--- src/bpu_pkg.sv ---
// Shared constants and counter type for the BPU; word-aligned 32-bit PCs only, no compressed ISA
package bpu_pkg;

  // ------------------------------
  // Address geometry
  // ------------------------------

  // Width of a PC and of a branch target
  localparam int XLEN = 32;

  // Low PC bits dropped before any table index is formed
  // Two bits since every instruction is a 4-byte word
  localparam int OFFSET = 2;

  // ------------------------------
  // Direction counter
  // ------------------------------

  // Two-bit saturating counter, MSB is the taken prediction
  typedef enum logic [1:0] {
    SNT = 2'b00,  // strongly not taken
    WNT = 2'b01,  // weakly not taken
    WT  = 2'b10,  // weakly taken
    ST  = 2'b11   // strongly taken
  } c2b_t;

  // Value loaded on reset and on flush
  localparam c2b_t C2B_RESET = SNT;

endpackage
--- src/bpu_top.sv ---
// BPU top level; a resolution reaches a fetch whose ack rises two or more cycles after its own ack
`timescale 1ns/100ps

module bpu_top import bpu_pkg::*; #(
  parameter int HLEN     = 4,
  parameter int BTB_BITS = 3
) (
  input  logic            clk_i,
  input  logic            rst_n_i,
  input  logic            flush_i,
  // Resolution handshake
  input  logic            res_req_i,
  input  logic [XLEN-1:0] res_pc_i,
  input  logic            res_taken_i,
  input  logic [XLEN-1:0] res_target_i,
  output logic            res_ack_o,
  // Fetch handshake
  input  logic            fetch_req_i,
  input  logic [XLEN-1:0] fetch_pc_i,
  output logic            fetch_ack_o,
  output logic            pred_taken_o,
  output logic [XLEN-1:0] next_pc_o
);

  // Update bus from intake to both tables
  logic            upd_valid;
  logic [XLEN-1:0] upd_pc;
  logic            upd_taken;
  logic [XLEN-1:0] upd_target;

  // Lookup path
  logic [XLEN-1:0] lk_pc;
  logic            pht_taken;
  logic            btb_hit;
  logic [XLEN-1:0] btb_target;

  // ------------------------------
  // Input side
  // ------------------------------

  res_intake u_res_intake (
    .clk_i        (clk_i),
    .rst_n_i      (rst_n_i),
    .res_req_i    (res_req_i),
    .res_pc_i     (res_pc_i),
    .res_taken_i  (res_taken_i),
    .res_target_i (res_target_i),
    .res_ack_o    (res_ack_o),
    .upd_valid_o  (upd_valid),
    .upd_pc_o     (upd_pc),
    .upd_taken_o  (upd_taken),
    .upd_target_o (upd_target)
  );

  // ------------------------------
  // Prediction tables
  // ------------------------------

  gshare #(.HLEN(HLEN)) u_gshare (
    .clk_i       (clk_i),
    .rst_n_i     (rst_n_i),
    .flush_i     (flush_i),
    .lk_pc_i     (lk_pc),
    .upd_valid_i (upd_valid),
    .upd_pc_i    (upd_pc),
    .upd_taken_i (upd_taken),
    .taken_o     (pht_taken)
  );

  btb #(.BTB_BITS(BTB_BITS)) u_btb (
    .clk_i        (clk_i),
    .rst_n_i      (rst_n_i),
    .flush_i      (flush_i),
    .lk_pc_i      (lk_pc),
    .upd_valid_i  (upd_valid),
    .upd_pc_i     (upd_pc),
    .upd_taken_i  (upd_taken),
    .upd_target_i (upd_target),
    .hit_o        (btb_hit),
    .target_o     (btb_target)
  );

  // ------------------------------
  // Output side
  // ------------------------------

  pred_out u_pred_out (
    .clk_i        (clk_i),
    .rst_n_i      (rst_n_i),
    .fetch_req_i  (fetch_req_i),
    .fetch_pc_i   (fetch_pc_i),
    .fetch_ack_o  (fetch_ack_o),
    .pred_taken_o (pred_taken_o),
    .next_pc_o    (next_pc_o),
    .lk_pc_o      (lk_pc),
    .pht_taken_i  (pht_taken),
    .btb_hit_i    (btb_hit),
    .btb_target_i (btb_target)
  );

endmodule

--- src/pred_out.sv ---
// Four-phase fetch responder; one request at a time, result valid only while fetch_ack_o is high
`timescale 1ns/100ps

module pred_out import bpu_pkg::*; (
  input  logic            clk_i,
  input  logic            rst_n_i,
  // Fetch handshake
  input  logic            fetch_req_i,
  input  logic [XLEN-1:0] fetch_pc_i,
  output logic            fetch_ack_o,
  output logic            pred_taken_o,
  output logic [XLEN-1:0] next_pc_o,
  // Table lookup
  output logic [XLEN-1:0] lk_pc_o,
  input  logic            pht_taken_i,
  input  logic            btb_hit_i,
  input  logic [XLEN-1:0] btb_target_i
);

  // Sequential fetch step of 4 bytes
  localparam logic [XLEN-1:0] PC_STEP = XLEN'(1) << OFFSET;

  // IDLE waits for req, LOOK reads the tables, ACK holds the answer,
  // DROP lowers ack one cycle after req was seen low
  typedef enum logic [1:0] {
    S_IDLE,
    S_LOOK,
    S_ACK,
    S_DROP
  } state_t;

  state_t          state_q;
  logic            ack_q;
  logic [XLEN-1:0] lk_pc_q;
  logic            pred_taken_q;
  logic [XLEN-1:0] next_pc_q;

  logic            accept;
  logic            resolve;
  logic [XLEN-1:0] next_pc_d;

  assign accept  = (state_q == S_IDLE) & fetch_req_i;
  assign resolve = (state_q == S_LOOK);

  // Redirect only when direction and target agree
  assign next_pc_d = (pht_taken_i && btb_hit_i) ? btb_target_i : lk_pc_q + PC_STEP;

  // ------------------------------
  // Handshake FSM
  // ------------------------------

  always_ff @(posedge clk_i or negedge rst_n_i) begin
    if (!rst_n_i) begin
      state_q <= S_IDLE;
      ack_q   <= 1'b0;
    end else begin
      case (state_q)
        S_IDLE: begin
          if (fetch_req_i) begin
            state_q <= S_LOOK;
          end
        end
        S_LOOK: begin
          state_q <= S_ACK;
          ack_q   <= 1'b1;
        end
        S_ACK: begin
          if (!fetch_req_i) begin
            state_q <= S_DROP;
          end
        end
        default: begin
          ack_q   <= 1'b0;
          state_q <= S_IDLE;
        end
      endcase
    end
  end

  // Lookup PC and registered answer
  always_ff @(posedge clk_i) begin
    if (accept) begin
      lk_pc_q <= fetch_pc_i;
    end
    if (resolve) begin
      pred_taken_q <= pht_taken_i;
      next_pc_q    <= next_pc_d;
    end
  end

  assign lk_pc_o      = lk_pc_q;
  assign fetch_ack_o  = ack_q;
  assign pred_taken_o = pred_taken_q;
  assign next_pc_o    = next_pc_q;

  // Ack only answers a request that was pending
  a_ack_needs_req: assert property (@(posedge clk_i) disable iff (!rst_n_i)
    $rose(fetch_ack_o) |-> $past(fetch_req_i))
    else $error("pred_out: ack rose without a pending request");

endmodule

--- src/btb.sv ---
// Direct-mapped BTB; only taken resolutions allocate, no replacement policy beyond overwrite
`timescale 1ns/100ps

module btb import bpu_pkg::*; #(
  parameter int BTB_BITS = 3
) (
  input  logic            clk_i,
  input  logic            rst_n_i,
  input  logic            flush_i,
  // Lookup side
  input  logic [XLEN-1:0] lk_pc_i,
  // Update side from the resolution intake
  input  logic            upd_valid_i,
  input  logic [XLEN-1:0] upd_pc_i,
  input  logic            upd_taken_i,
  input  logic [XLEN-1:0] upd_target_i,
  // Lookup result
  output logic            hit_o,
  output logic [XLEN-1:0] target_o
);

  localparam int ENTRIES = 1 << BTB_BITS;

  // Tag is every PC bit above the index
  localparam int TAG_W = XLEN - BTB_BITS - OFFSET;

  // ------------------------------
  // Storage
  // ------------------------------

  // Valid bits are the only state cleared by reset and flush
  logic [ENTRIES-1:0] valid_q;

  // Tag and target arrays
  logic [TAG_W-1:0] tag_q    [ENTRIES];
  logic [XLEN-1:0]  target_q [ENTRIES];

  // Split lookup and update PCs
  logic [BTB_BITS-1:0] lk_idx;
  logic [TAG_W-1:0]    lk_tag;
  logic [BTB_BITS-1:0] upd_idx;
  logic [TAG_W-1:0]    upd_tag;

  // Entry write strobe
  logic wr_en;

  assign lk_idx  = lk_pc_i[BTB_BITS+OFFSET-1:OFFSET];
  assign lk_tag  = lk_pc_i[XLEN-1:BTB_BITS+OFFSET];
  assign upd_idx = upd_pc_i[BTB_BITS+OFFSET-1:OFFSET];
  assign upd_tag = upd_pc_i[XLEN-1:BTB_BITS+OFFSET];

  // Not-taken outcomes leave the entry untouched
  assign wr_en = upd_valid_i & upd_taken_i;

  // ------------------------------
  // Valid bits
  // ------------------------------

  always_ff @(posedge clk_i or negedge rst_n_i) begin
    if (!rst_n_i) begin
      valid_q <= '0;
    end else if (flush_i) begin
      // Invalidate everything, a coincident write is dropped
      valid_q <= '0;
    end else if (wr_en) begin
      valid_q[upd_idx] <= 1'b1;
    end
  end

  // ------------------------------
  // Tag and target write
  // ------------------------------

  // A write during flush lands here but stays invisible
  // because its valid bit is cleared in the same cycle
  always_ff @(posedge clk_i) begin
    if (wr_en) begin
      tag_q[upd_idx]    <= upd_tag;
      target_q[upd_idx] <= upd_target_i;
    end
  end

  // ------------------------------
  // Lookup
  // ------------------------------

  // Hit needs a valid entry with matching upper PC bits
  assign hit_o = valid_q[lk_idx] && (tag_q[lk_idx] == lk_tag);

  // Target is only meaningful together with hit_o
  assign target_o = target_q[lk_idx];

endmodule

--- src/gshare.sv ---
// Gshare direction predictor; HLEN >= 2, history is committed non-speculatively on resolution only
`timescale 1ns/100ps

module gshare import bpu_pkg::*; #(
  parameter int HLEN = 4
) (
  input  logic            clk_i,
  input  logic            rst_n_i,
  input  logic            flush_i,
  // Lookup side
  input  logic [XLEN-1:0] lk_pc_i,
  // Update side from the resolution intake
  input  logic            upd_valid_i,
  input  logic [XLEN-1:0] upd_pc_i,
  input  logic            upd_taken_i,
  // Predicted direction for lk_pc_i
  output logic            taken_o
);

  localparam int PHT_ROWS = 1 << HLEN;

  // Global history, newest outcome in bit 0
  logic [HLEN-1:0] history_q;

  // Pattern history table
  c2b_t pht_q [PHT_ROWS];

  // Hashed indices
  logic [HLEN-1:0] idx_rd;
  logic [HLEN-1:0] idx_wr;

  // Counter value after the update at the write index
  c2b_t cnt_next;

  // Step a counter one state toward the resolved outcome
  function automatic c2b_t c2b_step(input c2b_t cur, input logic taken);
    c2b_t nxt;
    nxt = cur;
    case (cur)
      SNT: nxt = taken ? WNT : SNT;
      WNT: nxt = taken ? WT  : SNT;
      WT:  nxt = taken ? ST  : WNT;
      ST:  nxt = taken ? ST  : WT;
      default: nxt = C2B_RESET;
    endcase
    return nxt;
  endfunction

  // ------------------------------
  // Index hashing
  // ------------------------------

  // Both sides hash with the history as it stands now
  // so a pulse updates the counter picked by the old history
  assign idx_rd = history_q ^ lk_pc_i[HLEN+OFFSET-1:OFFSET];
  assign idx_wr = history_q ^ upd_pc_i[HLEN+OFFSET-1:OFFSET];

  assign cnt_next = c2b_step(pht_q[idx_wr], upd_taken_i);

  // ------------------------------
  // Global history register
  // ------------------------------

  always_ff @(posedge clk_i or negedge rst_n_i) begin
    if (!rst_n_i) begin
      history_q <= '0;
    end else if (flush_i) begin
      history_q <= '0;
    end else if (upd_valid_i) begin
      // Outcome enters at the low end, oldest bit drops out
      history_q <= {history_q[HLEN-2:0], upd_taken_i};
    end
  end

  // ------------------------------
  // Counter table
  // ------------------------------

  always_ff @(posedge clk_i or negedge rst_n_i) begin
    if (!rst_n_i) begin
      for (int i = 0; i < PHT_ROWS; i++) begin
        pht_q[i] <= C2B_RESET;
      end
    end else if (flush_i) begin
      // Flush wins over a coincident update
      for (int i = 0; i < PHT_ROWS; i++) begin
        pht_q[i] <= C2B_RESET;
      end
    end else if (upd_valid_i) begin
      pht_q[idx_wr] <= cnt_next;
    end
  end

  // MSB of the counter gives the direction
  assign taken_o = pht_q[idx_rd][1];

  // History shift needs at least two bits
  a_hlen_min: assert property (@(posedge clk_i) HLEN >= 2)
    else $error("gshare: HLEN must be at least 2");

endmodule

--- src/res_intake.sv ---
// Four-phase resolution receiver; source must hold fields stable from req rise until ack rise
`timescale 1ns/100ps

module res_intake import bpu_pkg::*; (
  input  logic            clk_i,
  input  logic            rst_n_i,
  // Resolution handshake from execute
  input  logic            res_req_i,
  input  logic [XLEN-1:0] res_pc_i,
  input  logic            res_taken_i,
  input  logic [XLEN-1:0] res_target_i,
  output logic            res_ack_o,
  // One-cycle update toward gshare and BTB
  output logic            upd_valid_o,
  output logic [XLEN-1:0] upd_pc_o,
  output logic            upd_taken_o,
  output logic [XLEN-1:0] upd_target_o
);

  logic            ack_q;
  logic            upd_valid_q;
  logic [XLEN-1:0] upd_pc_q;
  logic            upd_taken_q;
  logic [XLEN-1:0] upd_target_q;

  // New transaction when req is up and our ack is still down
  logic new_req;

  assign new_req = res_req_i & ~ack_q;

  // ------------------------------
  // Handshake and update pulse
  // ------------------------------

  always_ff @(posedge clk_i or negedge rst_n_i) begin
    if (!rst_n_i) begin
      ack_q       <= 1'b0;
      upd_valid_q <= 1'b0;
    end else begin
      // Pulse lasts one cycle since ack blocks a second accept
      upd_valid_q <= new_req;
      if (new_req) begin
        ack_q <= 1'b1;
      end else if (!res_req_i) begin
        // Return to zero once the source has released req
        ack_q <= 1'b0;
      end
    end
  end

  // Capture resolution fields together with the ack
  always_ff @(posedge clk_i) begin
    if (new_req) begin
      upd_pc_q     <= res_pc_i;
      upd_taken_q  <= res_taken_i;
      upd_target_q <= res_target_i;
    end
  end

  assign res_ack_o    = ack_q;
  assign upd_valid_o  = upd_valid_q;
  assign upd_pc_o     = upd_pc_q;
  assign upd_taken_o  = upd_taken_q;
  assign upd_target_o = upd_target_q;

  // Each handshake commits to the tables exactly once
  a_upd_single: assert property (@(posedge clk_i) disable iff (!rst_n_i)
    upd_valid_o |=> !upd_valid_o)
    else $error("res_intake: update pulse held for two cycles");

endmodule

--- config.mk ---
export PLATFORM = sky130hd
export DESIGN_NAME = bpu_top
export DESIGN_NICKNAME = d
export VERILOG_FILES = /design/src/bpu_pkg.sv /design/src/bpu_top.sv /design/src/pred_out.sv /design/src/btb.sv /design/src/gshare.sv /design/src/res_intake.sv
export SDC_FILE = /design/constraint.sdc
export NUM_CORES = 1
export LEC_CHECK = 0
export BUFFER_PORTS_ARGS = -buffer_cell sky130_fd_sc_hd__buf_2
export CORE_MARGIN = 2
export CORE_UTILIZATION = 45
export CTS_BUF_LIST = sky130_fd_sc_hd__clkbuf_16
export DETAILED_ROUTE_END_ITERATION = 8
export HOLD_SLACK_MARGIN = 0.1
export SLEW_MARGIN = 20
export SYNTH_ARGS = -nofsm -noshare
export SYNTH_HDL_FRONTEND = slang
export SYNTH_SLANG_ARGS = --single-unit
export TNS_END_PERCENT = 10
--- constraint.sdc ---
create_clock -name clk_i -period 16.05 [get_ports clk_i]
set_input_delay 1.605 -clock clk_i [delete_from_list [all_inputs] [get_ports clk_i]]
set_output_delay 1.605 -clock clk_i [all_outputs]
set_load 0.02 [all_outputs]
==> flow_metrics.tcl, run 1 <==
set metrics [dict create \
    holdPathEnd "u_btb.valid_q[7]" \
    wirelength_um 54100 \
    area_growth_pct 14.8 \
    grt_pass1_wl_um 80200 \
    synth_cells 1229 \
    rsz0062_at_grt "no" \
    netlist_area_um2 25400 \
    nFillCells 4482 \
    die_h_um 242 \
    synth-adder-area-share_pct 0.285 \
    start_util_pct 45.3 \
    powerDensity_nw_per_um2 141 \
    final_max_slew_viol_count 0 \
    cts.sinks 652 \
    remaining_drc_errors 0 \
    setup-violations-final 0 \
    peakVddDrop_uv 67.7 \
    dp_hpwl_um 30900 \
    num_io_pins 137 \
    clk_pin_slew_ns 0.06 \
    worst_slew_pin_slew_ns 1.06 \
    cts.repair.resized 0 \
    die_w_um 242 \
    ys_seq_elements 652 \
    max_slew_margin_pct 28.8 \
    synth_compound_area_share_pct 1.39 \
    synth_warnings 0 \
    crit_arrival_ns 5.22 \
    rows 87 \
    fin_setup_tns_ns 0 \
    worstPathRequired_ns 16.38 \
    seq_power_share_pct 49.5 \
    vias_per_cell 5.47 \
    grt_pass1_vias 12400 \
    ys.flop_type "edfxtp_1" \
    fmax_ghz 0.204 \
    finalInstanceArea_um2 29200 \
    pwr-share-comb_pct 13.6 \
    synth_cell_types 47 \
    clkPwrFrac_pct 36.8 \
    synth-xor-area-share_pct 2.37 \
    min_path_cells 2 \
    critPathMaxFanout 39 \
    leakagePower_nw 9.76 \
    skew_ns 0.0169 \
    grt_remaining_overflow 0 \
    status "complete, no violations" \
    track_usage_pct 18.6 \
    cts-root-buf "clkbuf_16" \
    hold_viol_final 0 \
    r2r-end "u_pred_out.next_pc_o[0]" \
    hold_class "reg2reg" \
    core_um2 56200 \
    synth_async_sr_flop_share_pct 7.52 \
    grt_max_degree 67 \
    wl_per_cell_um 24.5 \
    synthTopCellsByCount "edfxtp_1, mux4_2, mux2i_1" \
    crit_type "reg2reg" \
    postRouteAntennaNets 0 \
    post_dp_cell_area_um2 27000 \
    power.switching_mw 1.02 \
    antenna_found_initial 1 \
    yosysTopAreaCell "edfxtp_1" \
    avgSynthCellArea_um2 20.7 \
    fin_crit_sh_pct 30.5 \
    p_int_mw 3.11 \
    cts_tree "built" \
    synth_nets 1335 \
    layout-drive-gt1-share_pct 29.1 \
    port_buffers 134 \
    clock_latency_ns 0.59 \
    drv_cap 0 \
    synth_top_family_by_area "multiplexers" \
    swShare_pct 24.6 \
    final_nets 1502 \
    synth_edf_count 600 \
    synth-seq-area-share_pct 75.9 \
    gp_congestion 0.754 \
    yosysMostFrequentCell "edfxtp_1" \
    ys_top_cells_by_area "edfxtp_1, mux4_2, dfrtp_1, mux2i_1, xnor2_1" \
    fp.dieArea_um2 58400 \
    synth.top_cell.area_share_pct 70.9 \
    hold_buffers 0 \
    cts_setup_buffers 0 \
    drt_iter0_markers 871 \
    cts_buffers 68 \
    crit_path_start_kind "register" \
    htree_levels 3 \
    min_period_ns 4.89 \
    cp-end-kind "register" \
    synth-simple-area-share_pct 3.27 \
    muxShareOfSynthArea_pct 15.7 \
    clockBufferDepth 3 \
    via_count 12100 \
    drt_pre_antenna_iters 4 \
    worstRegToRegCells 9 \
    regToRegSetupSlack_ns 11.16 \
    min-delay-start "u_btb.valid_q[7]" \
]
power by group through the flow:
stage	Combinational, mW	Clock (mW)	Sequential (mW)
final	0.563	1.52	2.04
after global routing	0.606	1.62	2.06
after CTS	0.575	1.56	2.05
after detailed placement	0.575	0	2.08
after global placement	0.573	0	2.08
after floorplan	0.431	0	2.03
sequential cells by signal (all words and copies together) (netlist names), 2 cells and up, named ones only:
signal                     flops
u_res_intake.upd_pc_o         30
u_btb.tag_q                  216
u_pred_out.lk_pc_o            32
u_btb.target_q               256
u_gshare.history_q             4
u_pred_out.next_pc_o          32
u_res_intake.upd_target_o     32
u_btb.valid_q                  8
u_gshare.pht_q                32
u_pred_out.state_q             2
worst max-delay path by stage:
| stage | startpoint | endpoint | slack (ns) | cells past startpoint |
|---|---|---|---|---|
| finish | register | u_pred_out.next_pc_o[0] | 11.16 | 9 |
| global route | register | u_pred_out.next_pc_o[1] | 10.85 | 9 |
| global placement | register | u_pred_out.next_pc_o[0] | 10.97 | 9 |
| floorplan | u_res_intake.upd_valid_o | u_btb.tag_q[0][0] | 10.41 | 4 |
| CTS | register | u_pred_out.next_pc_o[0] | 10.98 | 9 |
| detailed placement | register | u_pred_out.next_pc_o[1] | 10.99 | 9 |
routing by layer:
metal	share of wire [%]	track usage (%)
met1	45	26.2
met2	49	30.1
met3	3.9	2.61
met4	2.2	6.08
met5	0	0
worst max-delay path, stage by stage (launching register included):
cell and delay [ns]:
dfxtp_4 0.89, buf_4 0.73, mux4_2 0.60, mux2i_1 0.40, xnor2_1 0.12, nor4_1 0.32, nand2_1 0.22, nor4_4 0.27
buf_4 0.60, mux2_2 0.41
area by class of cell:
| class | count | area, um2 | share of cell area [%] |
|---|---|---|---|
| sequential | 652 | 19300 | 66.2 |
| multi-input combinational | 515 | 5910 | 20.2 |
| clock buffer | 73 | 1830 | 6.26 |
| tap | 756 | 946 | 3.24 |
| timing repair buffer | 153 | 816 | 2.80 |
| clock inverter | 48 | 348 | 1.19 |
| inverter | 6 | 22.5 | 0.0772 |
| antenna | 1 | 2.50 | 0.00857 |
through the flow:
stage          cells  hold slack (ns)  setup slack [ns]  total power [mW]  util (%)
2_1_floorplan   1229            0.461             10.41              2.47         -
3_3_place_gp    2082            0.474             10.97              2.66      48.1
3_5_place_dp    2082            0.483             10.99              2.66      48.1
4_1_cts         2203            0.498             10.98              4.18      52.0
5_1_grt         2204            0.519             10.85              4.28      52.0
6_report        2204            0.502             11.16              4.13      52.0
layout by cell type (no fill, tap or decap), drive strengths merged, types with 2 or more instances in the layout:
cell	instances
o21ba	3
bufinv	5
nand2	29
clkbuf	73
and3	2
mux2i	94
ha	4
dfrtp	49
dfxtp	3
inv	18
and4	2
maj3	2
mux4	129
nand2b	6
nor3	7
nand3b	2
nor2b	2
o41ai	13
a21oi	3
xor2	32
buf	153
clkinv	29
o22ai	3
edfxtp	600
nand4	12
nor2	62
a211oi	16
or3b	13
xnor2	35
a31oi	2
mux2	11
nand3	16
or3	3
nor4	6
clkinvlp	2
cells by family after synthesis:
| group | after synthesis |
|---|---|
| AO/OA/AOI/OAI | 43 |
| XOR/XNOR | 67 |
| adder cells (fa/ha/maj) | 6 |
| buffers and inverters | 62 |
| flip-flops | 652 |
| multiplexers | 234 |
| AND/OR/NAND/NOR | 165 |
No activity file was read; power rests on OpenSTA's default activity.
==> inputs of run 2 (changes only) <==
==> constraint.sdc (replaced) <==
create_clock -name clk_i -period 4.5 [get_ports clk_i]
set_input_delay 0.45 -clock clk_i [delete_from_list [all_inputs] [get_ports clk_i]]
set_output_delay 0.45 -clock clk_i [all_outputs]
set_load 0.02 [all_outputs]
==> run 2 against run 1 <==
Critical path depth did not move. Flip-flop and latch count did not move. Via count rose by 3.4%. Die area did not move. Power rose to 3.6 times the previous value. Global-route usage rose by 0.65 points. Sequential share of layout area fell by 2.7 points. Maximum frequency rose by 37%. Critical endpoint unchanged.
==> flow_metrics.tcl, run 2 (synthesized netlist as in run 1, its figures left out) <==
set metrics [dict create \
    status "complete, no violations" \
    clock_latency_ns 0.60 \
    worst_slew_pin_slew_ns 1.04 \
    swShare_pct 24.8 \
    rows 87 \
    final_nets 1607 \
    largest_reg_flops 256 \
    wl_per_cell_um 24.0 \
    die_h_um 242 \
    peakVddDrop_uv 270 \
    cp.buffers_inverters 2 \
    worstPathRequired_ns 4.85 \
    p_int_mw 11.3 \
    rsz0062_at_grt "no" \
    worstPathCellList "buf_4, mux4_2, mux2i_1, xnor2_1, nor4_1, nand4_1, nor4_4, buf_12, mux2_2" \
    drv_cap 0 \
    fmax_ghz 0.281 \
    cp-end-kind "register" \
    port_buffers 134 \
    clockBufferDepth 3 \
    cts.sinks 652 \
    grt_pass1_vias 12900 \
    seq_power_share_pct 48.0 \
    wirelength_um 55600 \
    fin_crit_sh_pct 79.1 \
    core_um2 56200 \
    layout_setup_ws_ns 0.942 \
    crit_path_start_kind "register" \
    layout-drive-gt1-share_pct 27.6 \
    finalNonFillerCells 2312 \
    area_growth_pct 19.6 \
    clkPwrFrac_pct 37.4 \
    cts.repair.resized 0 \
    largest-register "u_btb.target_q" \
    grt_remaining_overflow 0 \
    diodes 0 \
    via_count 12500 \
    leakagePower_nw 10.3 \
    final_max_slew_viol_count 0 \
    remaining_drc_errors 0 \
    die_w_um 242 \
    htree_levels 3 \
    cts_buffers 70 \
    max_stage_delay_ns 0.55 \
    track_usage_pct 19.2 \
    crit_arrival_ns 3.91 \
    crit_type "reg2reg" \
    setup-violations-final 0 \
    cp_top_family "multiplexers" \
    power.switching_mw 3.72 \
    layout_common_cells "edfxtp_1, buf_2, mux4_2" \
    hold_viol_final 0 \
    crit_path_top_delay_cell "dfxtp_4" \
    vias_per_cell 5.39 \
    antenna_found_initial 0 \
    grt_pass1_wl_um 83000 \
    drt_iter0_markers 949 \
    skew_ns 0.0211 \
    postRouteAntennaNets 0 \
    dp_hpwl_um 31200 \
    cts_tree "built" \
    powerDensity_nw_per_um2 494 \
    fp.dieArea_um2 58400 \
    pwr-share-comb_pct 14.6 \
    max_slew_margin_pct 31.0 \
    cts-root-buf "clkbuf_16" \
    hold_class "in2reg" \
    reg_top3 "u_btb.target_q (256), u_btb.tag_q (216)" \
    num_io_pins 137 \
    start_util_pct 45.3 \
    grt_max_degree 65 \
    clk_pin_slew_ns 0.06 \
    min_period_ns 3.56 \
    cts_setup_buffers 0 \
    gp_congestion 0.732 \
    critPathMaxFanout 32 \
    hold_buffers 97 \
    drt_pre_antenna_iters 5 \
    placed_cells 2088 \
    pre_cts_slack_ns 0.886 \
    final_common_cell "edfxtp_1" \
]
## run 2: changes by cell type in the layout (fill, tap and decap cells not counted), sizes merged
cell | previous run | this run
dlygate4sd3 | 0 | 97
inv | 18 | 21
clkbuf | 73 | 75
bufinv | 5 | 6
clkinvlp | 2 | 1
buf | 153 | 159
diode | 1 | 0
clkinv | 29 | 30
## run 2: cell type report
type                    count  area (um2)
fillers                  4414       25800
inverters                   6        22.5
multi-input cells         515        5910
repair buffers            256        1940
clock inverters            52         398
well taps                 756         946
flip-flops and latches    652       19300
clock buffers              75        1880
## run 2: worst register-to-register path, delay by kind of cell (launching register included)
family / cells / cell delay, ns
multiplexers: 3 / 1.20
AND/OR/NAND/NOR: 3 / 0.86
XOR/XNOR: 1 / 0.10
flip-flops: 1 / 0.55
buffers and inverters: 2 / 0.60
## run 2: path summary, 6_finish.rpt
path                                  start                 endpoint  slack, ns  depth (start not counted)
max reg2reg                        register  u_pred_out.next_pc_o[0]       0.94                          9
min                             fetch_req_i    u_pred_out.state_q[0]       0.26                          4
min reg2reg                u_btb.valid_q[1]         u_btb.valid_q[1]       0.50                          2
max in group asynchronous           rst_n_i       u_gshare.pht_q[17]       3.62                          2
min in group asynchronous           rst_n_i       u_gshare.pht_q[24]       0.43                          2
max                                register  u_pred_out.next_pc_o[0]       0.94                          9
## run 2: routing by layer
metal	track usage (%)	vias to the layer above	part of all wire, %
met5	0	-	0
met4	6.10	0	2.1
met3	3.52	72	5.1
met2	31.4	313	49
met1	26.4	6525	44
li1	-	5550	-
## run 2: through the flow
| step | area, um2 | util, % | setup TNS [ns] | power, mW | hold WS, ns |
|---|---|---|---|---|---|
| finish | 30400 | 54.1 | 0 | 15.0 | 0.265 |
| global route | 30400 | 54.1 | 0 | 15.6 | 0.319 |
| CTS | 30400 | 54.1 | 0 | 15.2 | 0.232 |
| detailed placement | 27200 | 48.3 | 0 | 9.52 | 0.485 |
| global placement | 27200 | 48.3 | 0 | 9.51 | 0.473 |
| floorplan | 25400 | - | -56.63 | 8.79 | 0.154 |
## run 2: power groups by stage
| stage | registers, mW | clock network, mW | logic [mW] |
|---|---|---|---|
| 2_1_floorplan | 7.26 | 0 | 1.54 |
| 5_1_grt | 7.25 | 5.98 | 2.36 |
| 3_5_place_dp | 7.35 | 0 | 2.17 |
| 3_3_place_gp | 7.34 | 0 | 2.17 |
| 6_report | 7.21 | 5.63 | 2.20 |
| 4_1_cts | 7.22 | 5.75 | 2.24 |
